## src/include/cam_consts.svh

```systemverilog
// ==============================
// Camera front end constants
// Widths, APB map, reset values
// ==============================
`ifndef CAM_CONSTS_SVH
`define CAM_CONSTS_SVH

// Datapath widths
`define CAM_RAW_W        12
`define CAM_COORD_W      12
`define CAM_MAX_WIDTH    1024      // Raw columns held in the line buffer
`define CAM_APB_ADDR_W   8

// ============================== APB register map
`define CAM_REG_CTRL     8'h00     // [0] start, [1] rgb_mode
`define CAM_REG_WIDTH    8'h04
`define CAM_REG_HEIGHT   8'h08
`define CAM_REG_HUE      8'h0C     // [7:0] low, [15:8] high
`define CAM_REG_LEVEL    8'h10     // [7:0] saturation, [15:8] brightness
`define CAM_REG_FRAMES   8'h14     // Read only

// Reset values
`define CAM_RST_CTRL     2'b00
`define CAM_RST_WIDTH    12'd640
`define CAM_RST_HEIGHT   12'd480
`define CAM_RST_HUE      16'h1400  // High 20, low 0
`define CAM_RST_LEVEL    16'h0000

`endif

```

## src/design/cam_pkg.sv

```systemverilog
// ==============================
// Camera front end types
// ==============================
`default_nettype none

`include "cam_consts.svh"

package cam_pkg;

  // Sample and pixel widths
  typedef logic [`CAM_RAW_W-1:0]       raw_pixel_t;    // One Bayer sample
  typedef logic [`CAM_RAW_W-1:0]       colour_t;       // Demosaiced component
  typedef logic [7:0]                  level_t;        // Hue, threshold, short component
  typedef logic [`CAM_COORD_W-1:0]     coord_t;        // Column, row or size
  typedef logic [31:0]                 frame_count_t;
  typedef logic [15:0]                 packed_pixel_t; // Output stream word

  // APB
  typedef logic [`CAM_APB_ADDR_W-1:0]  apb_addr_t;
  typedef logic [31:0]                 apb_word_t;

  // Capture control FSM
  typedef enum logic [1:0] {
    cap_idle,
    cap_wait_frame,
    cap_capturing
  } cap_state_t;

endpackage

`default_nettype wire

```

## src/design/pixel_packer.sv

```systemverilog
// ==============================
// Output word packer
// RGB555 or 8-bit binary image
// ==============================
`timescale 1ns/1ps
`default_nettype none

`include "cam_consts.svh"

module pixel_packer
  import cam_pkg::*;
(
  input  logic          ccd_pixel_clk,
  input  logic          reset,
  input  colour_t       red,
  input  colour_t       green,
  input  colour_t       blue,
  input  logic          rgb_valid,
  input  logic          bin_pixel,
  input  logic          bin_valid,
  input  logic          rgb_mode,
  output packed_pixel_t pixel_data,
  output logic          pixel_valid
);

  logic [14:0] rgb15_d1, rgb15_d2;   // Top five bits of R, G, B

  // Two cycle delay to meet the hue result
  always_ff @(posedge ccd_pixel_clk) begin
    if (rgb_valid)
      rgb15_d1 <= {red[`CAM_RAW_W-1 -: 5], green[`CAM_RAW_W-1 -: 5], blue[`CAM_RAW_W-1 -: 5]};
    rgb15_d2 <= rgb15_d1;
  end

  always_ff @(posedge ccd_pixel_clk) begin
    if (bin_valid)
      pixel_data <= rgb_mode ? {1'b0, rgb15_d2} : {8'h00, {8{bin_pixel}}};
  end

  always_ff @(posedge ccd_pixel_clk) begin
    if (reset)
      pixel_valid <= 1'b0;
    else
      pixel_valid <= bin_valid;   // Same strobe in both modes
  end

endmodule

`default_nettype wire

```

## config.mk

```make
export PLATFORM = sky130hd
export DESIGN_NAME = pixel_packer
export DESIGN_NICKNAME = d
export VERILOG_FILES = /design/src/design/cam_pkg.sv /design/src/design/pixel_packer.sv
export VERILOG_INCLUDE_DIRS = /design/src /design/src/include
export SDC_FILE = /design/constraint.sdc
export NUM_CORES = 1
export LEC_CHECK = 0
export BUFFER_PORTS_ARGS = -buffer_cell sky130_fd_sc_hd__buf_2
export CAP_MARGIN = 20
export CORE_ASPECT_RATIO = 1.1
export CORE_MARGIN = 2
export CORE_UTILIZATION = 46
export DETAILED_ROUTE_END_ITERATION = 6
export PLACE_DENSITY = 0.76
export REMOVE_ABC_BUFFERS = 1
export SLEW_MARGIN = 20
export SYNTH_ARGS = -nofsm -noshare
export SYNTH_HDL_FRONTEND = slang
export SYNTH_SLANG_ARGS = --single-unit
```

## constraint.sdc

```tcl
create_clock -name ccd_pixel_clk -period 1.2 [get_ports ccd_pixel_clk]
set_input_delay 0.18 -clock ccd_pixel_clk [delete_from_list [all_inputs] [get_ports ccd_pixel_clk]]
set_output_delay 0.18 -clock ccd_pixel_clk [all_outputs]
set_load 0.005 [all_outputs]
```

==> summary.md <==
| Metric | Value |
|---|---|
| Outcome | `completed` |
| Period minus WS final | `between 1000 and 1500 ps` |
| Crit path kind | `register to output pin` |
| Placeable Area | `3000 µm²` |
| Number of synthesized register bits | `between 40 and 50` |
| CTS tree | `built` |
| TritonCTS buffer count | `5` |
| Net switching power | `~520 µW` |
| Antenna violations before repair | `0` |
| ANT cells | `0` |
| DRT iter0 DRCs | `4` |
| Largest net degree at the start of global routing | `17` |
| CTS Buffer Depth | `2` |
| Cell Area, Synth | `roughly 1400 µm²` |
| Min-Delay Path Class | `primary input to register` |
| Worst-path clk slew | `~110 ps` |
| CP required | `1020 ps` |
| Slowest cell delay on critical path | `around 380 ps` |
| First-pass GRT wire length | `about 2400 µm` |
| CTS H-tree lvls | `2` |
| Post-cts resize count | `0` |
| DRT Pass-1 Iters | `3` |
| Power Total | `~2800 µW` |
| Max-cap viol count | `0` |
| Vias per cell | `between 4 and 5` |
| Distinct cells, synth | `10` |
| Antenna Nets Post-Route | `0` |
| Final GP Congestion | `0.666` |
| Crit Path Max Fanout | `1` |
| Clock Skew | `around 3.8 ps` |
| Layout Nets | `approximately 160` |
| Final Routed Wirelength | `around 1600 µm` |
| Leak | `0.000757 µW` |
| Bufs and invs on worst path | `1` |
| Startpoint Class | `register` |
| Max rail drop VDD | `~1.1 mV` |
| GR Overflow Total | `0` |
| Fmax | `0.961 GHz` |
| Crit-path cells | `buf_2` |
| Clk pwr share | `slightly below 30%` |
| Chip Width | `approximately 57 µm` |
| Register area share after synthesis | `slightly below 90%` |
| Initial Util | `between 40% and 50%` |
| Reg power frac | `roughly 65%` |
| Max stage delay cell, worst path | `edfxtp_1` |
| CTS root buffer | `clkbuf_4` |
| Final slew viol count | `0` |
| Area post-placement | `approximately 1600 µm²` |
| Die area | `about 3500 µm²` |
| Cell count after synthesis | `66` |
| Final hold violation count | `0` |
| Syn. warnings | `0` |
| Delay-heaviest family, CP | `flip-flops` |
| Global Route Usage Sum | `under 10%` |
| Fin util | `a little over 60%` |
| Final cell area excluding filler cells | `about 1800 µm²` |
| Unrepaired setup endpoints after global routing | `false` |
| Gate power share | `6.3%` |
| Routed len/inst | `around 9.9 µm` |
| IO buf count | `36` |
| Vias | `between 600 and 700` |
| PwrDens | `between 1500 and 2000 nW/µm²` |
| Share of layout cells above drive strength 1 | `42.3%` |
| Final setup fails | `0` |
| Min Hold Slack | `~230 ps` |
| Clk Latency, worst-skew pair | `340 ps` |
| Clock sinks | `46` |
| Residual DRC | `0` |
| CP arrival | `860 ps` |
| Vias in the first global route | `574` |
| P&R area growth vs syn | `30.3%` |
| DIE HEIGHT | `between 60 and 70 µm` |
| Pint | `between 2000 and 2500 µW` |
| Period utilization | `between 80 and 90%` |
| Ports | `slightly below 60` |
| Row count | `21` |
| Critical path capture point type | `output pin` |
| Post-Syn Area per Cell | `about 21 µm²` |
| Switching portion of total power | `a little under a fifth` |
| Commonest non-fill, non-tap cells in the layout | `buf_2, edfxtp_1, dlygate4sd3_1, dfxtp_1, and2_1` |
| Commonest non-fill, non-tap cell in the layout | `buf_2` |
| Setup TNS | `0 ps` |
==> flip-flops by register name, indices dropped and copies added (netlist names) <==
register	flops
rgb15_d2	15
pixel_data	15
rgb15_d1	15
pixel_valid	1
==> power groups by stage <==
stage	logic (µW)	clock network [µW]	registers, µW
after floorplan	41.9	0	1880
after global placement	137	0	1870
after detailed placement	141	0	1870
after CTS	179	837	1840
after global routing	199	918	1850
final	180	826	1840
==> cell families after synthesis <==
group,share of synthesized area [%]
other,0.266
and+or+nand+nor,3.55
buffers and inverters,2.40
DFF,86.6
muxes,7.19
==> synthesized netlist by cell type <==
cell type | number | share of area [%]
and2_1 | 7 | 3.1
buf_4 | 1 | 0.53
buf_6 | 1 | 0.80
buf_8 | 1 | 1.1
conb_1 | 1 | 0.27
dfxtp_1 | 16 | 23
edfxtp_1 | 30 | 64
mux2_2 | 5 | 4.0
mux2_4 | 3 | 3.2
nor2b_1 | 1 | 0.44
==> final timing paths <==
path / from / endpoint / slack (ps) / cells after the start
hold reg to reg: rgb15_d1[6]$_DFFE_PP_ / rgb15_d2[6]$_DFF_P_ / 350 / 0
setup / recovery: pixel_data[4]$_DFFE_PP_ / pixel_data[4] / 160 / 1
setup reg to reg: rgb15_d2[1]$_DFF_P_ / pixel_data[1]$_DFFE_PP_ / 390 / 1
hold / removal: rgb_valid / rgb15_d1[5]$_DFFE_PP_ / 230 / 1
==> timing repair <==
action,CTS,global route
hold buffers,15,1
endpoints found under the hold margin,15,1
buffers inserted,0,0
==> area by class of cell <==
| cell class | instances | area, µm² |
|---|---|---|
| fillers | 235 | 1160 |
| clock buffers | 8 | 78.8 |
| flip-flops and latches | 46 | 1220 |
| well taps | 34 | 42.5 |
| multi-input cells | 17 | 155 |
| repair buffers | 52 | 340 |
==> stage by stage <==
step,setup WS [ps],instances
3_5_place_dp,126,133
5_1_grt,94.2,157
3_3_place_gp,150,133
4_1_cts,140,156
2_1_floorplan,429,63
6_report,160,157
==> routing by layer <==
layer | vias to the layer above | part of all wire (%) | GRT usage, %
met4 | 0 | 1.5 | 5.98
met5 | - | 0 | 0
met1 | 287 | 36 | 10.2
met2 | 32 | 50 | 14.8
met3 | 3 | 12 | 7.04
li1 | 345 | - | -
Power figures use the tool's default switching activity.
