File: config.mk
export PLATFORM = sky130hd
export DESIGN_NAME = cam_regs_apb
export DESIGN_NICKNAME = d
export VERILOG_FILES = /design/src/design/cam_pkg.sv /design/src/design/cam_regs_apb.sv
export VERILOG_INCLUDE_DIRS = /design/src /design/src/include
export SDC_FILE = /design/constraint.sdc
export NUM_CORES = 1
export LEC_CHECK = 0
export ABC_AREA = 1
export BUFFER_PORTS_ARGS = -buffer_cell sky130_fd_sc_hd__buf_2
export CAP_MARGIN = 15
export CORE_MARGIN = 2
export CORE_UTILIZATION = 51
export CTS_BUF_LIST = sky130_fd_sc_hd__clkbuf_4
export DETAILED_ROUTE_END_ITERATION = 16
export GPL_ROUTABILITY_DRIVEN = 0
export PLACE_DENSITY = 0.86
export SETUP_SLACK_MARGIN = 0.2
export SYNTH_ARGS = -nofsm -noshare
export SYNTH_HDL_FRONTEND = slang
export SYNTH_SLANG_ARGS = --single-unit
File: constraint.sdc
create_clock -name ccd_pixel_clk -period 3.9 [get_ports ccd_pixel_clk]
set_clock_uncertainty 0.15 [all_clocks]
set_input_delay 0.78 -clock ccd_pixel_clk [delete_from_list [all_inputs] [get_ports ccd_pixel_clk]]
set_output_delay 0.78 -clock ccd_pixel_clk [all_outputs]
set_load 0.02 [all_outputs]
File: src/include/cam_consts.svh
// ==============================
// Camera front end constants
// Widths, APB map, reset values
// ==============================
`ifndef CAM_CONSTS_SVH
`define CAM_CONSTS_SVH

// Datapath widths
`define CAM_RAW_W        12
`define CAM_COORD_W      12
`define CAM_MAX_WIDTH    1024      // Raw columns held in the line buffer
`define CAM_APB_ADDR_W   8

// ============================== APB register map
`define CAM_REG_CTRL     8'h00     // [0] start, [1] rgb_mode
`define CAM_REG_WIDTH    8'h04
`define CAM_REG_HEIGHT   8'h08
`define CAM_REG_HUE      8'h0C     // [7:0] low, [15:8] high
`define CAM_REG_LEVEL    8'h10     // [7:0] saturation, [15:8] brightness
`define CAM_REG_FRAMES   8'h14     // Read only

// Reset values
`define CAM_RST_CTRL     2'b00
`define CAM_RST_WIDTH    12'd640
`define CAM_RST_HEIGHT   12'd480
`define CAM_RST_HUE      16'h1400  // High 20, low 0
`define CAM_RST_LEVEL    16'h0000

`endif

File: src/design/cam_pkg.sv
// ==============================
// Camera front end types
// ==============================
`default_nettype none

`include "cam_consts.svh"

package cam_pkg;

  // Sample and pixel widths
  typedef logic [`CAM_RAW_W-1:0]       raw_pixel_t;    // One Bayer sample
  typedef logic [`CAM_RAW_W-1:0]       colour_t;       // Demosaiced component
  typedef logic [7:0]                  level_t;        // Hue, threshold, short component
  typedef logic [`CAM_COORD_W-1:0]     coord_t;        // Column, row or size
  typedef logic [31:0]                 frame_count_t;
  typedef logic [15:0]                 packed_pixel_t; // Output stream word

  // APB
  typedef logic [`CAM_APB_ADDR_W-1:0]  apb_addr_t;
  typedef logic [31:0]                 apb_word_t;

  // Capture control FSM
  typedef enum logic [1:0] {
    cap_idle,
    cap_wait_frame,
    cap_capturing
  } cap_state_t;

endpackage

`default_nettype wire

File: src/design/cam_regs_apb.sv
// ==============================
// APB register block
// Capture and threshold settings, frame count readback
// ==============================
`timescale 1ns/1ps
`default_nettype none

`include "cam_consts.svh"

module cam_regs_apb
  import cam_pkg::*;
(
  input  logic         ccd_pixel_clk,
  input  logic         reset,
  input  logic         psel,
  input  logic         penable,
  input  logic         pwrite,
  input  apb_addr_t    paddr,
  input  apb_word_t    pwdata,
  input  frame_count_t frame_count,
  output apb_word_t    prdata,
  output logic         pready,
  output logic         pslverr,
  output logic         start,
  output logic         rgb_mode,
  output coord_t       img_width,
  output coord_t       img_height,
  output level_t       hue_low,
  output level_t       hue_high,
  output level_t       sat_min,
  output level_t       bri_min
);

  logic      access;     // Second APB phase
  logic      addr_hit;   // Mapped offset
  logic      ro_write;   // Write to FRAMES
  logic      wr_en;
  apb_word_t rd_word;

  assign access   = psel && penable;
  assign ro_write = pwrite && (paddr == `CAM_REG_FRAMES);
  assign wr_en    = access && pwrite && !pslverr;

  // ============================== Decode
  always_comb begin
    addr_hit = 1'b1;
    rd_word  = '0;
    case (paddr)
      `CAM_REG_CTRL:   rd_word = {30'd0, rgb_mode, start};
      `CAM_REG_WIDTH:  rd_word = {{(32-`CAM_COORD_W){1'b0}}, img_width};
      `CAM_REG_HEIGHT: rd_word = {{(32-`CAM_COORD_W){1'b0}}, img_height};
      `CAM_REG_HUE:    rd_word = {16'd0, hue_high, hue_low};
      `CAM_REG_LEVEL:  rd_word = {16'd0, bri_min, sat_min};
      `CAM_REG_FRAMES: rd_word = frame_count;
      default:         addr_hit = 1'b0;
    endcase
  end

  assign pready  = 1'b1;                                // No wait states
  assign pslverr = access && (!addr_hit || ro_write);   // Bad offset or RO write
  assign prdata  = (psel && !pwrite) ? rd_word : '0;

  // ============================== Settings
  always_ff @(posedge ccd_pixel_clk) begin
    if (reset) begin
      {rgb_mode, start}  <= `CAM_RST_CTRL;
      img_width          <= `CAM_RST_WIDTH;
      img_height         <= `CAM_RST_HEIGHT;
      {hue_high, hue_low} <= `CAM_RST_HUE;
      {bri_min, sat_min} <= `CAM_RST_LEVEL;
    end else if (wr_en) begin
      case (paddr)
        `CAM_REG_CTRL:   {rgb_mode, start}   <= pwdata[1:0];
        `CAM_REG_WIDTH:  img_width           <= pwdata[`CAM_COORD_W-1:0];
        `CAM_REG_HEIGHT: img_height          <= pwdata[`CAM_COORD_W-1:0];
        `CAM_REG_HUE:    {hue_high, hue_low} <= pwdata[15:0];
        `CAM_REG_LEVEL:  {bri_min, sat_min}  <= pwdata[15:0];
        default: ;                            // FRAMES is read only
      endcase
    end
  end

endmodule

`default_nettype wire

==> results.md, run 1 <==
* Status: completed
* Final Hold Fails at 0
* Slew @ Worst Pin at between 500 and 600 ps
* Hold path depth at 2
* RR Endpoint: hue_high[1]$_SDFFE_PP0P_
* Final core utilization at about 66%
* Most frequent cells in the layout: nand2_1, buf_2, nor2_1, inv_1, dfxtp_1
* 1st-iter DRT viols at around 210
* Pin count of the biggest net entering global routing at 59
* Hold wc startpoint: hue_high[4]$_SDFFE_PP1P_
* Area grow syn2layout at 26.8%
* Number of global-route vias before repair at 3458
* Avg Inst Size Synth at ~6.0 um^2
* CP required at a little under 3000 ps
* Final WL at a little under 10000 um
* PortBufs at around 150
* Distinct cells, synth at 27
* LEAKAGE at around 2.4 nW
* Later-pin clock latency in the skew report at slightly below 400 ps
* Crit path launch type: input port
* CTS tree: yes
* MaxCap Viol Count at 0
* WP data arrival at between 2000 and 2500 ps
* Hold Crit Endpoint: hue_high[4]$_SDFFE_PP1P_
* Fin Setup TNS at 0 ps
* Final min period at roughly 3300 ps
* Commonest non-fill, non-tap cell in the layout: nand2_1
* Critical-path maximum fanout at 19
* Flops & latches, synth at between 50 and 60
* Slew Viols, Final at 0
* Antenna diodes at 0
* Cts repair resizes at 0
* Post-Syn Nets at 625
* Worst-path clk slew at 100 ps
* Min-delay worst type: reg2reg
* Starting Density at roughly 52%
* Wire per inst at 12.7 um
* Post-Syn Instances at between 500 and 600
* CP endpoint kind: primary output
* WS Path Type: in2out
* # DRC at 0
* Number of antenna violations at the first check in global routing at 0
* Die area at roughly 0.0071 mm^2
* Syn. warnings at 0
* Layout cells sized above 1 at between 20% and 30%
* Via count at 3841
* Max VDD drop at between 0.00015 and 0.0002 V
* Die Y at 84.5 um
* Sink Count at just under 60
* Avg Vias per Cell at around 5.0
* CTS Hold Bufs at 0
* Post-CTS Setup Repair Bufs at 0
* # IOs at between 150 and 200
* Cell row count at 29
* First-pass GRT wire length at between 15000 and 20000 um
* Core Region at 0.00631 mm^2
* Setup violators final at 0
* Fmax at about 300 MHz
* Global route total overflow at 0
* Dpl hpwl at just over 7000 um
* RSZ-0062 raised after global routing: no
* Reg2reg start: hue_high[1]$_SDFFE_PP0P_
* Final #Nets at between 700 and 800
* Register area share after synthesis at between 30% and 40%
* Cell Area, Synth at 0.00331 mm^2
* Htree depth at 3
* Fin crit share at about 85%
* DRT antenna net count at 0
* Cts bufs inserted at 9
* Rel. slew slack at between 60% and 70%
* Worst reg2reg setup slack at around 3000 ps
* Power per cell area at roughly 250 mW/mm^2
* GRT Overall Usage at 27.0%
* Drt first pass iters at 4
* R2R depth at 4
* Root buffer cell: clkbuf_4
* Die W at 84.5 um
* Clock Path Buffers at 2
## synth_stat cells (all sizes together)
cell type	n	area share, %
nand2	159	19
nor2	142	17
inv	67	7.6
dfxtp	58	35
nand3	40	6.8
o21ai	27	4.1
buf	13	2.8
clkbuf	13	1.5
a21oi	12	1.8
nand4	6	2.2
nor3	5	0.91
o221ai	2	0.53
and3	1	0.19
clkinv	1	0.11
conb	1	0.11
o211ai	1	0.23
## worst max path at each step
| stage | start | endpoint | slack [ps] | cells after the start |
|---|---|---|---|---|
| final | paddr[5] | prdata[8] | 570 | 9 |
| after global routing | paddr[7] | prdata[8] | 450 | 9 |
| after CTS | paddr[5] | prdata[8] | 570 | 9 |
| after detailed placement | paddr[5] | prdata[8] | 570 | 9 |
| after global placement | paddr[5] | prdata[8] | 610 | 9 |
| after floorplan | paddr[5] | prdata[10] | 920 | 6 |
## metrics by stage
stage	power, mW	std cells	hold slack, ps	cell area [um^2]	setup slack (ps)
3_3_place_gp	0.690	759	324	4090	609
3_5_place_dp	0.691	759	331	4090	568
4_1_cts	1.04	775	355	4190	566
2_1_floorplan	0.642	548	417	3310	925
5_1_grt	1.07	775	379	4190	448
6_report	1.03	775	351	4190	569
## flip-flops by register name, indices dropped and copies added, names as in the netlist
signal	cells
img_height	12
img_width	12
bri_min	8
hue_high	8
hue_low	8
sat_min	8
rgb_mode	1
start	1
## cells by family after synthesis
logic type / share of synthesized area (%)
compound gates: 6.66
other cells: 0.113
simple gates: 46.1
flops: 35.1
buf+inv: 12.0
## cell type report
class | instances | area (um^2)
tap | 77 | 96.3
clock buffer | 11 | 82.6
multi-input combinational | 396 | 1750
clock inverter | 5 | 21.3
sequential | 58 | 1160
timing repair buffer | 160 | 823
inverter | 68 | 255
fill | 625 | 2120
## power by group
part | leakage, nW | switching, mW | internal, mW | total (mW)
Sequential | 0.467 | 0.00000890 | 0.592 | 0.592
Clock | 0.0631 | 0.212 | 0.137 | 0.350
Combinational | 1.91 | 0.0556 | 0.0311 | 0.0867
## worst max-delay path: stages
cell and delay, ps:
buf_2 120, inv_1 60, nand2_2 80, nor2_8 350
nand2_4 230, nand3_4 210, nand2_1 200, a21oi_1 180
buf_2 190
## layer usage
| layer | global-route usage, % | wire, um | part of all wire (%) |
|---|---|---|---|
| met1 | 33.8 | 4180 | 42 |
| met2 | 46.0 | 4660 | 47 |
| met3 | 6.88 | 915 | 9.3 |
| met4 | 7.50 | 107 | 1.1 |
| met5 | 0 | 0 | 0 |
Note: power is estimated with default switching activity, not from simulation.
==> run 2, diff against run 1 <==
Settings changed: CORE_UTILIZATION 51 to 43, CTS_CLUSTER_DIAMETER set to 40, PLACE_DENSITY 0.86 to 0.77.
Clock period 3.9 ns to 2.8 ns, I/O delays scaled along.
==> results.md, run 2 (same netlist as run 1, synthesis figures left out) <==
* Status: completed
* CTS tree: yes
* Critical-path maximum fanout at 6
* Htree depth at 3
* Regs by FF count: img_height x12, img_width x12
* Final min period at about 2600 ps
* CP Buf/Inv Count at 4
* 1st-iter DRT viols at 184
* Fin area at around 0.0046 mm^2
* Placed insts at about 790
* Later-pin clock latency in the skew report at between 300 and 400 ps
* CP top delay family: simple AND/OR/NAND/NOR gates
* Power per cell area at about 320 mW/mm^2
* Drt first pass iters at 4
* Cell row count at 31
* DRT antenna net count at 0
* Hold WS at about 250 ps
* Critical Path End: prdata[7]
* Wire per inst at approximately 13 um
* MaxCap Viol Count at 0
* R2R depth at 4
* WP data arrival at ~1900 ps
* Root buffer cell: clkbuf_4
* CP endpoint kind: primary output
* PortBufs at 151
* Commonest non-fill, non-tap cell in the layout: nand2_1
* Slew Viols, Final at 0
* LEAKAGE at around 2.5 nW
* Slowest cell on crit path: nor3_4
* First-pass GRT wire length at around 17000 um
* Dpl hpwl at 7670 um
* Most frequent cells in the layout: nand2_1, buf_2, nor2_1, inv_1, dfxtp_1
* Area grow syn2layout at 37.9%
* WS Path Type: in2out
* Sink Count at 58
* Filler cell count at between 700 and 800
* Starting Density at a little under half
* CP cell instances: buf_8 -> inv_4 -> nand2_4 -> buf_6 -> nor3_4 -> nand2_2 -> o21ai_1 -> nor2_1 -> a21oi_1 -> buf_2
* GRT Overall Usage at between 20% and 30%
* Layout cells sized above 1 at 32.0%
* CTS Hold Bufs at 0
* Worst-path clk slew at about 90 ps
* Die Y at a little over 90 um
* Fin crit share at approximately 90%
* Number of antenna violations at the first check in global routing at 0
* DP Area at 0.00419 mm^2
* Rel. slew slack at around 60%
* Post-route insts no fill at 812
* Global route total overflow at 0
* Worst reg2reg setup slack at about 1900 ps
* Pwr Total at 1.47 mW
* RR Endpoint: hue_low[5]$_SDFFE_PP0P_
* Max VDD drop at ~0.00021 V
* Die area at between 0.008 and 0.009 mm^2
* Hold path depth at 3
* Reg2reg start: hue_low[5]$_SDFFE_PP0P_
* Slew @ Worst Pin at slightly above 600 ps
* Pin count of the biggest net entering global routing at about 60
* # IOs at between 150 and 200
* Die W at between 90 and 100 um
* Final WL at 10800 um
* Avg Vias per Cell at 4.84
* Crit path launch type: input port
* Fin Setup TNS at 0 ps
* Cts bufs inserted at 9
* Crit path depth at 10
* Final Hold Fails at 0
* Antenna diodes at 0
* Fmax at 388 MHz
* Min-delay worst type: in2reg
* Clock Path Buffers at 2
* CP required at roughly 2100 ps
* Core Region at 0.00733 mm^2
* Number of global-route vias before repair at approximately 3.7k
* Critical path origin: paddr[1]
* CP max stage delay at 220 ps
* RSZ-0062 raised after global routing: yes
* # DRC at 0
* Setup violators final at 0
* Via count at 3927
* Final #Nets at approximately 800
run 2: worst min-delay path by stage:
stage	startpoint	end	slack [ps]
after global routing	pwdata[12]	hue_high[4]$_SDFFE_PP1P_	240
after CTS	pwdata[12]	hue_high[4]$_SDFFE_PP1P_	230
after floorplan	hue_high[4]$_SDFFE_PP1P_	hue_high[4]$_SDFFE_PP1P_	420
after global placement	img_height[7]$_SDFFE_PP1P_	img_height[7]$_SDFFE_PP1P_	330
after detailed placement	img_width[7]$_SDFFE_PP1P_	img_width[7]$_SDFFE_PP1P_	350
final	pwdata[12]	hue_high[4]$_SDFFE_PP1P_	250
run 2: timing repair:
item | CTS | global route
pin swaps | 2 | 9
gates resized for setup | 9 | 52
buffers inserted | 4 | 4
endpoints found under the setup margin | 13 | 14
run 2: worst reg2reg max path: stages (launching register included):
cell,delay [ps]
dfxtp_1,370
inv_1,70
nand2_1,70
nand2_1,60
nor2_1,100
run 2: report_power, final:
part	internal [mW]	switching, mW
registers	0.824	0.0000129
logic	0.0595	0.0909
clock network	0.192	0.303
run 2: final cells by class:
type                    count  area (um^2)  share of cell area, %
inverters                  68          260                   5.71
clock inverters             4         20.0                  0.439
well taps                  99          124                   2.72
multi-input cells         396         1870                   41.0
clock buffers              11         82.6                   1.81
flip-flops and latches     58         1160                   25.5
repair buffers            176         1040                   22.9
run 2: metal layers:
metal | vias up | share of wire [%] | GRT usage, %
met4 | 0 | 1.4 | 10.5
met2 | 165 | 48 | 42.6
met5 | - | 0 | 0
met3 | 15 | 8.2 | 4.93
li1 | 1989 | - | -
met1 | 1758 | 42 | 32.1
run 2: per-stage QoR:
step | utilization (%) | setup slack [ps]
2_1_floorplan | - | 265
3_3_place_gp | 57.1 | 69.8
3_5_place_dp | 57.1 | 77.7
4_1_cts | 59.7 | 184
5_1_grt | 62.2 | 154
6_report | 62.2 | 225
