--- src/include/cam_consts.svh ---
// ==============================
// Camera front end constants
// Widths, APB map, reset values
// ==============================
`ifndef CAM_CONSTS_SVH
`define CAM_CONSTS_SVH

// Datapath widths
`define CAM_RAW_W        12
`define CAM_COORD_W      12
`define CAM_MAX_WIDTH    1024      // Raw columns held in the line buffer
`define CAM_APB_ADDR_W   8

// ============================== APB register map
`define CAM_REG_CTRL     8'h00     // [0] start, [1] rgb_mode
`define CAM_REG_WIDTH    8'h04
`define CAM_REG_HEIGHT   8'h08
`define CAM_REG_HUE      8'h0C     // [7:0] low, [15:8] high
`define CAM_REG_LEVEL    8'h10     // [7:0] saturation, [15:8] brightness
`define CAM_REG_FRAMES   8'h14     // Read only

// Reset values
`define CAM_RST_CTRL     2'b00
`define CAM_RST_WIDTH    12'd640
`define CAM_RST_HEIGHT   12'd480
`define CAM_RST_HUE      16'h1400  // High 20, low 0
`define CAM_RST_LEVEL    16'h0000

`endif

--- src/design/cam_pkg.sv ---
// ==============================
// Camera front end types
// ==============================
`default_nettype none

`include "cam_consts.svh"

package cam_pkg;

  // Sample and pixel widths
  typedef logic [`CAM_RAW_W-1:0]       raw_pixel_t;    // One Bayer sample
  typedef logic [`CAM_RAW_W-1:0]       colour_t;       // Demosaiced component
  typedef logic [7:0]                  level_t;        // Hue, threshold, short component
  typedef logic [`CAM_COORD_W-1:0]     coord_t;        // Column, row or size
  typedef logic [31:0]                 frame_count_t;
  typedef logic [15:0]                 packed_pixel_t; // Output stream word

  // APB
  typedef logic [`CAM_APB_ADDR_W-1:0]  apb_addr_t;
  typedef logic [31:0]                 apb_word_t;

  // Capture control FSM
  typedef enum logic [1:0] {
    cap_idle,
    cap_wait_frame,
    cap_capturing
  } cap_state_t;

endpackage

`default_nettype wire

--- src/design/hue_threshold.sv ---
// ==============================
// Hue and binarization
// Two stages: extremes, then hue and thresholds
// ==============================
`timescale 1ns/1ps
`default_nettype none

`include "cam_consts.svh"

module hue_threshold
  import cam_pkg::*;
(
  input  logic    ccd_pixel_clk,
  input  logic    reset,
  input  colour_t red,
  input  colour_t green,
  input  colour_t blue,
  input  logic    rgb_valid,
  input  level_t  hue_low,
  input  level_t  hue_high,
  input  level_t  sat_min,
  input  level_t  bri_min,
  output level_t  hue,
  output logic    bin_pixel,
  output logic    bin_valid
);

  localparam logic [1:0] CH_RED   = 2'd0;
  localparam logic [1:0] CH_GREEN = 2'd1;
  localparam logic [1:0] CH_BLUE  = 2'd2;

  level_t r8, g8, b8, max_c, min_c;
  logic [1:0] win_c;
  level_t r_q, g_q, b_q, max_q, delta_q;   // Stage 1 registers
  logic [1:0] win_q;
  logic s1_valid;

  logic signed [8:0]  diff;
  logic signed [15:0] scaled, divisor, quot;
  level_t base, hue_c;
  logic   in_hue;

  assign r8 = red[`CAM_RAW_W-1 -: 8];
  assign g8 = green[`CAM_RAW_W-1 -: 8];
  assign b8 = blue[`CAM_RAW_W-1 -: 8];

  // ============================== Stage 1
  always_comb begin
    if (r8 >= g8 && r8 >= b8) begin   // Ties favour red, then green
      win_c = CH_RED;
      max_c = r8;
    end else if (g8 >= b8) begin
      win_c = CH_GREEN;
      max_c = g8;
    end else begin
      win_c = CH_BLUE;
      max_c = b8;
    end
    min_c = r8;
    if (g8 < min_c) min_c = g8;
    if (b8 < min_c) min_c = b8;
  end

  always_ff @(posedge ccd_pixel_clk) begin
    {r_q, g_q, b_q} <= {r8, g8, b8};
    max_q   <= max_c;
    delta_q <= max_c - min_c;
    win_q   <= win_c;
  end

  // ============================== Stage 2
  always_comb begin
    case (win_q)
      CH_GREEN: begin
        base = 8'd85;
        diff = $signed({1'b0, b_q}) - $signed({1'b0, r_q});
      end
      CH_BLUE: begin
        base = 8'd171;
        diff = $signed({1'b0, r_q}) - $signed({1'b0, g_q});
      end
      default: begin
        base = 8'd0;
        diff = $signed({1'b0, g_q}) - $signed({1'b0, b_q});
      end
    endcase
    scaled  = diff * 16'sd43;
    divisor = (delta_q == '0) ? 16'sd1 : $signed({8'd0, delta_q});   // Grey guard
    quot    = scaled / divisor;                 // Truncates toward zero
    hue_c   = (delta_q == '0) ? '0 : base + quot[7:0];   // Wraps mod 256
    in_hue  = (hue_c >= hue_low) && (hue_c <= hue_high);
  end

  always_ff @(posedge ccd_pixel_clk) begin
    hue       <= hue_c;
    bin_pixel <= in_hue && (delta_q >= sat_min) && (max_q >= bri_min);
  end

  always_ff @(posedge ccd_pixel_clk) begin
    if (reset) begin
      s1_valid  <= 1'b0;
      bin_valid <= 1'b0;
    end else begin
      s1_valid  <= rgb_valid;
      bin_valid <= s1_valid;
    end
  end

endmodule

`default_nettype wire

--- config.mk ---
export PLATFORM = sky130hd
export DESIGN_NAME = hue_threshold
export DESIGN_NICKNAME = d
export VERILOG_FILES = /design/src/design/cam_pkg.sv /design/src/design/hue_threshold.sv
export VERILOG_INCLUDE_DIRS = /design/src /design/src/include
export SDC_FILE = /design/constraint.sdc
export NUM_CORES = 1
export LEC_CHECK = 0
export ABC_AREA = 1
export BUFFER_PORTS_ARGS = -buffer_cell sky130_fd_sc_hd__buf_2
export CAP_MARGIN = 20
export CORE_UTILIZATION = 35
export DETAILED_ROUTE_END_ITERATION = 8
export GPL_ROUTABILITY_DRIVEN = 0
export PLACE_DENSITY = 0.49
export SKIP_LAST_GASP = 1
export SYNTH_ARGS = -nofsm -noshare
export SYNTH_HDL_FRONTEND = slang
export SYNTH_SLANG_ARGS = --single-unit
export TNS_END_PERCENT = 30
--- constraint.sdc ---
create_clock -name ccd_pixel_clk -period 54.6 [get_ports ccd_pixel_clk]
set_input_delay 5.46 -clock ccd_pixel_clk [delete_from_list [all_inputs] [get_ports ccd_pixel_clk]]
set_output_delay 5.46 -clock ccd_pixel_clk [all_outputs]
set_load 0.02 [all_outputs]
==> results.sh, run 1 <==
export IMPL_io_pins=81
export IMPL_hp_start="s1_valid"
export IMPL_grt_pass1_wl_um=50200
export IMPL_clk_latency_ns=0.30
export IMPL_ant_nets=0
export IMPL_ys_warn_count=0
export IMPL_relSlewSlack=0.381
export IMPL_yosysTopAreaCell="ha_1"
export IMPL_yosysTopAreaCellShare=0.257
export IMPL_dp_hpwl_um=25400
export IMPL_finClkSkew_ns=0.00624
export IMPL_cp_required_ns=54.84
export IMPL_crit_family="compound AO/OA/AOI/OAI gates"
export IMPL_met2_usage=0.297
export IMPL_drtIter0Drc=337
export IMPL_post_cts_buffers=0
export IMPL_grt_use_met1=0.247
export IMPL_use_met3=0.0110
export IMPL_core_um2=32900
export IMPL_portBuffers=68
export IMPL_hold_class="flip-flop to flip-flop"
export IMPL_synth_nets=2100
export IMPL_worstSetupPathType="flip-flop to flip-flop"
export IMPL_cts_tree="built"
export IMPL_worst_slew_pin_slew_ns=0.920
export IMPL_crit_path_start_kind="flip-flop"
export IMPL_clkSinkCount=53
export IMPL_cap_violations=0
export IMPL_r2r_slack_ns=13.86
export IMPL_hold_depth=2
export IMPL_die_x_um=186
export IMPL_crit_buf_inv=41
export IMPL_tns_ns=0
export IMPL_crit_path_max_fanout=21
export IMPL_area_growth_pct=8.38
export IMPL_startpoint="r_q[0]"
export IMPL_slowest_delay_ns=0.57
export IMPL_antenna_found_initial=0
export IMPL_syn_inst=1767
export IMPL_timing_rr_end="bin_pixel"
export IMPL_status="finished, final reports clean"
export IMPL_drive_gt1_frac=0.0983
export IMPL_setup_viol=0
export IMPL_finalCritPeriodShare=0.746
export IMPL_grt_pass1_vias=10500
export IMPL_cpMostUsedCell="nand2_1"
export IMPL_yosys_cell_types_count=61
export IMPL_grt_overflow_total=0
export IMPL_routed_wl_um=29100
export IMPL_critPathArrivalTime_ns=40.98
export IMPL_synth_cell_area_um2=11800
export IMPL_grt_busiest_layer="met2"
export IMPL_dieArea_um2=34500
export IMPL_vias=10800
export IMPL_via_per_inst=4.75
export IMPL_synthTopCellsByArea="ha_1, nand2_1, inv_1"
export IMPL_htree_levels=2
export IMPL_dieHeight_um=186
export IMPL_r2r_start="r_q[0]"
export IMPL_cts_max_path_buffers=2
export IMPL_synth_seq_cells=53
export IMPL_rsz0062_at_grt="false"
export IMPL_post_route_drc_count=0
export IMPL_rows=66
export IMPL_cp_slowest_cell="fa_1"
export IMPL_layout_nets=2163
export IMPL_cts_root_buf="clkbuf_16"
export IMPL_cts_buffers=5
export IMPL_r2r_cells=248
export IMPL_ctsResizeCount=0
export IMPL_hold_viol_final=0
export IMPL_min_period_ns=40.74
export IMPL_fmax_mhz=24.5
export IMPL_grt_max_degree=22
export IMPL_start_util=0.359
export IMPL_syn_area_per_cell_um2=6.69
export IMPL_cts_hold_buf=0
export IMPL_endpoint_kind="flip-flop"
export IMPL_n_fill_cell=3567
export IMPL_grt_usage=0.177
export IMPL_ys_seq_area_frac=0.0898
export IMPL_clk_pin_slew_ns=0.07
export IMPL_wl_per_cell_um=12.8
export IMPL_slew_viol_final=0
export IMPL_whs_endpoint="bin_valid"
export IMPL_drt_pass1_iterations=5
## layout by cell type, fill, tap and decap left out, types with 7 or more instances in the layout
master / instances
o21ai_1: 13
nand2_1: 361
xnor2_1: 33
o21bai_1: 26
nand3_2: 18
ha_1: 243
or2_2: 13
xor2_1: 62
buf_2: 68
nand2_2: 19
dfxtp_1: 53
nor3_1: 14
nand4_1: 21
nand2_4: 7
a21oi_1: 91
inv_1: 334
a31oi_1: 7
inv_2: 13
nand3_1: 84
o221ai_1: 11
o21a_1: 11
fa_1: 19
nor2_1: 93
o21ai_0: 110
a21o_1: 26
## synth_stat cells (all sizes together)
master / n
nand2: 388
inv: 349
ha: 243
o21ai: 126
nand3: 104
nor2: 102
a21oi: 96
xor2: 63
dfxtp: 53
xnor2: 33
a21o: 26
o21bai: 26
nand4: 22
fa: 19
nor3: 16
or2: 15
o21a: 11
o221ai: 11
clkbuf: 8
a31oi: 7
a21boi: 6
buf: 6
and2: 5
clkinv: 5
a211oi: 4
nand3b: 4
o31ai: 4
nor4: 3
o211ai: 3
nor3b: 2
o22ai: 2
a211o: 1
o211a: 1
o32ai: 1
o41ai: 1
or4: 1
## sequential cells by signal (all words and copies together) (netlist names)
signal     count
delta_q        8
win_q          2
b_q            8
max_q          8
hue            8
r_q            8
g_q            8
s1_valid       1
bin_valid      1
bin_pixel      1
## worst reg2reg max path: cells and delay by family (launching register included)
kind                       cells  cell delay, ns
buffers and inverters         41            4.86
xor gates and xnor gates       3            0.45
and+or+nand+nor               81            9.64
DFF                            1            0.36
AOI/OAI and AO/OA             97           17.11
adders and majority gates     26            8.16
## worst max path at each step
| stage | end | slack, ns | cells past startpoint |
|---|---|---|---|
| after CTS | bin_pixel | 13.50 | 248 |
| final | bin_pixel | 13.86 | 248 |
| after global routing | bin_pixel | 8.67 | 249 |
| after detailed placement | bin_pixel | 13.63 | 248 |
| after global placement | bin_pixel | 14.31 | 248 |
| after floorplan | bin_pixel | 19.12 | 255 |
## cell type report
type	instances	area [um2]	share of cell area
Multi-Input combinational cell	1346	9340	0.730
Inverter	354	1340	0.104
Sequential cell	53	1060	0.0829
Tap cell	442	553	0.0432
Timing Repair Buffer	70	355	0.0278
Clock buffer	6	139	0.0108
Clock inverter	2	16.3	0.00127
Antenna cell	1	2.50	0.000195
## metrics by stage
| step | hold slack (ns) | cells | utilization | instance area (um2) | worst slack [ns] |
|---|---|---|---|---|---|
| after floorplan | 0.388 | 1767 | - | 11800 | 19.12 |
| after detailed placement | 0.399 | 2264 | 0.385 | 12600 | 13.63 |
| after global placement | 0.398 | 2264 | 0.385 | 12600 | 14.31 |
| after CTS | 0.411 | 2272 | 0.389 | 12800 | 13.50 |
| after global routing | 0.428 | 2273 | 0.390 | 12800 | 8.67 |
| final | 0.407 | 2274 | 0.390 | 12800 | 13.86 |
## logic make-up (layout without fill, tap and decap cells)
logic type               count (synthesis)  count (layout)  synth area share
AO/OA/AOI/OAI                          326             326             0.166
adder cells (fa/ha/maj)                262             262             0.290
XOR/XNOR                                96              96            0.0718
buffers and inverters                  368             432             0.120
other                                    0               1                 0
AND/OR/NAND/NOR                        662             662             0.263
flip-flops                              53              53            0.0898
## layer usage
| metal | vias to the layer above | wire, um |
|---|---|---|
| met2 | 143 | 12600 |
| met5 | - | 0 |
| li1 | 5876 | - |
| met1 | 4760 | 15400 |
| met4 | 0 | 371 |
| met3 | 22 | 714 |
Power of run 1 is left out: the tool's default activity adds up to more than one toggle a clock period on the data nets, which glitch-free logic cannot reach.
==> inputs of run 2 (changes only) <==
clock period = 40.6 ns   (was 54.6 ns; I/O delays follow)
==> run 2 against run 1 <==
Effect of this change: sequential cell count is the same; global-route usage is essentially flat; worst setup slack lost 9.8 ns; critical path depth shrank 3; largest cell class unchanged; via count is essentially flat; highest routed layer unchanged; routed wire length grew 0.68%.
==> results.sh, run 2 (same netlist as run 1, synthesis figures left out) <==
export IMPL_post_route_drc_count=0
export IMPL_clk_pin_slew_ns=0.07
export IMPL_crit_path_max_fanout=16
export IMPL_cts_buffers=5
export IMPL_hold_viol_final=0
export IMPL_cap_violations=0
export IMPL_grt_usage=0.177
export IMPL_status="finished, final reports clean"
export IMPL_dp_slack_ns=0.875
export IMPL_relSlewSlack=0.379
export IMPL_clk_latency_ns=0.30
export IMPL_cts_root_buf="clkbuf_16"
export IMPL_cp_slowest_cell="fa_1"
export IMPL_area_growth_pct=10.5
export IMPL_routed_wl_um=29300
export IMPL_grt_max_degree=20
export IMPL_worst_slack_ns=4.03
export IMPL_core_um2=32900
export IMPL_dieHeight_um=186
export IMPL_vias=10800
export IMPL_placed_cell_area_um2=12700
export IMPL_n_fill_cell=3645
export IMPL_cp_required_ns=40.84
export IMPL_layout_nets=2177
export IMPL_wl_per_cell_um=12.8
export IMPL_ant_nets=0
export IMPL_portBuffers=68
export IMPL_design_area_um2=13100
export IMPL_antenna_found_initial=1
export IMPL_slowest_delay_ns=0.57
export IMPL_grt_pass1_vias=10400
export IMPL_drtIter0Drc=405
export IMPL_dieArea_um2=34500
export IMPL_clkSinkCount=53
export IMPL_grt_pass1_wl_um=50000
export IMPL_hold_class="flip-flop to flip-flop"
export IMPL_dp_hpwl_um=25500
export IMPL_drt_pass1_iterations=5
export IMPL_worst_slew_pin_slew_ns=0.931
export IMPL_final_common_cell="nand2_1"
export IMPL_final_cell_mix="nand2_1, inv_1, ha_1, o21ai_0, nor2_1"
export IMPL_endpoint_kind="flip-flop"
export IMPL_die_x_um=186
export IMPL_io_pins=81
export IMPL_cts_hold_buf=0
export IMPL_crit_path_start_kind="flip-flop"
export IMPL_min_period_ns=36.57
export IMPL_finClkSkew_ns=0.00541
export IMPL_whs_ns=0.409
export IMPL_fmax_mhz=27.3
export IMPL_finalCritPeriodShare=0.901
export IMPL_worstSetupPathType="flip-flop to flip-flop"
export IMPL_via_per_inst=4.72
export IMPL_cts_tree="built"
export IMPL_start_util=0.359
export IMPL_htree_levels=2
export IMPL_setup_viol=0
export IMPL_critPathArrivalTime_ns=36.81
export IMPL_grt_overflow_total=0
export IMPL_cpMostUsedCell="nand2_1"
export IMPL_drive_gt1_frac=0.118
export IMPL_rows=66
export IMPL_slew_viol_final=0
export IMPL_cts_max_path_buffers=2
export IMPL_tns_ns=0
[run 2: repair_timing]
action,4_1_cts,5_1_grt
resized for setup,0,39
endpoints found under the hold margin,0,0
endpoints found under the setup margin,0,9
buffers inserted,0,8
[run 2: cell type report]
cell class	count	area, um2	share of cell area
diodes	1	2.50	0.000192
clock buffers	5	125	0.00958
clock inverters	2	38.8	0.00297
inverters	354	1350	0.103
multi-input cells	1346	9460	0.725
flip-flops and latches	53	1060	0.0813
well taps	442	553	0.0424
repair buffers	84	464	0.0356
[run 2: final timing paths]
check | from | to | slack (ns) | cells past startpoint
max reg2reg | r_q[0] | bin_pixel | 4.03 | 245
min | s1_valid | bin_valid | 0.41 | 2
max | r_q[0] | bin_pixel | 4.03 | 245
min reg2reg | s1_valid | bin_valid | 0.41 | 2
[run 2: worst max-delay path: cells and delay by family (launching register included)]
kind                       cells  cell delay (ns)
DFF                            1             0.37
AOI/OAI and AO/OA             94            15.84
xor gates and xnor gates       3             0.58
buffers and inverters         42             3.77
adders and majority gates     26             8.20
and+or+nand+nor               80             7.74
[run 2: stage by stage]
stage	util	cells
2_1_floorplan	-	1767
3_5_place_dp	0.386	2270
3_3_place_gp	0.386	2270
5_1_grt	0.397	2286
6_report	0.397	2287
4_1_cts	0.391	2277
[run 2: metal layers]
metal	vias up	global-route usage	routed length (um)
met5	-	0	0
met4	0	0.0331	338
met3	20	0.00998	600
met2	124	0.296	12600
met1	4739	0.250	15700
li1	5912	-	-
Power of run 2 is left out for the same reason.
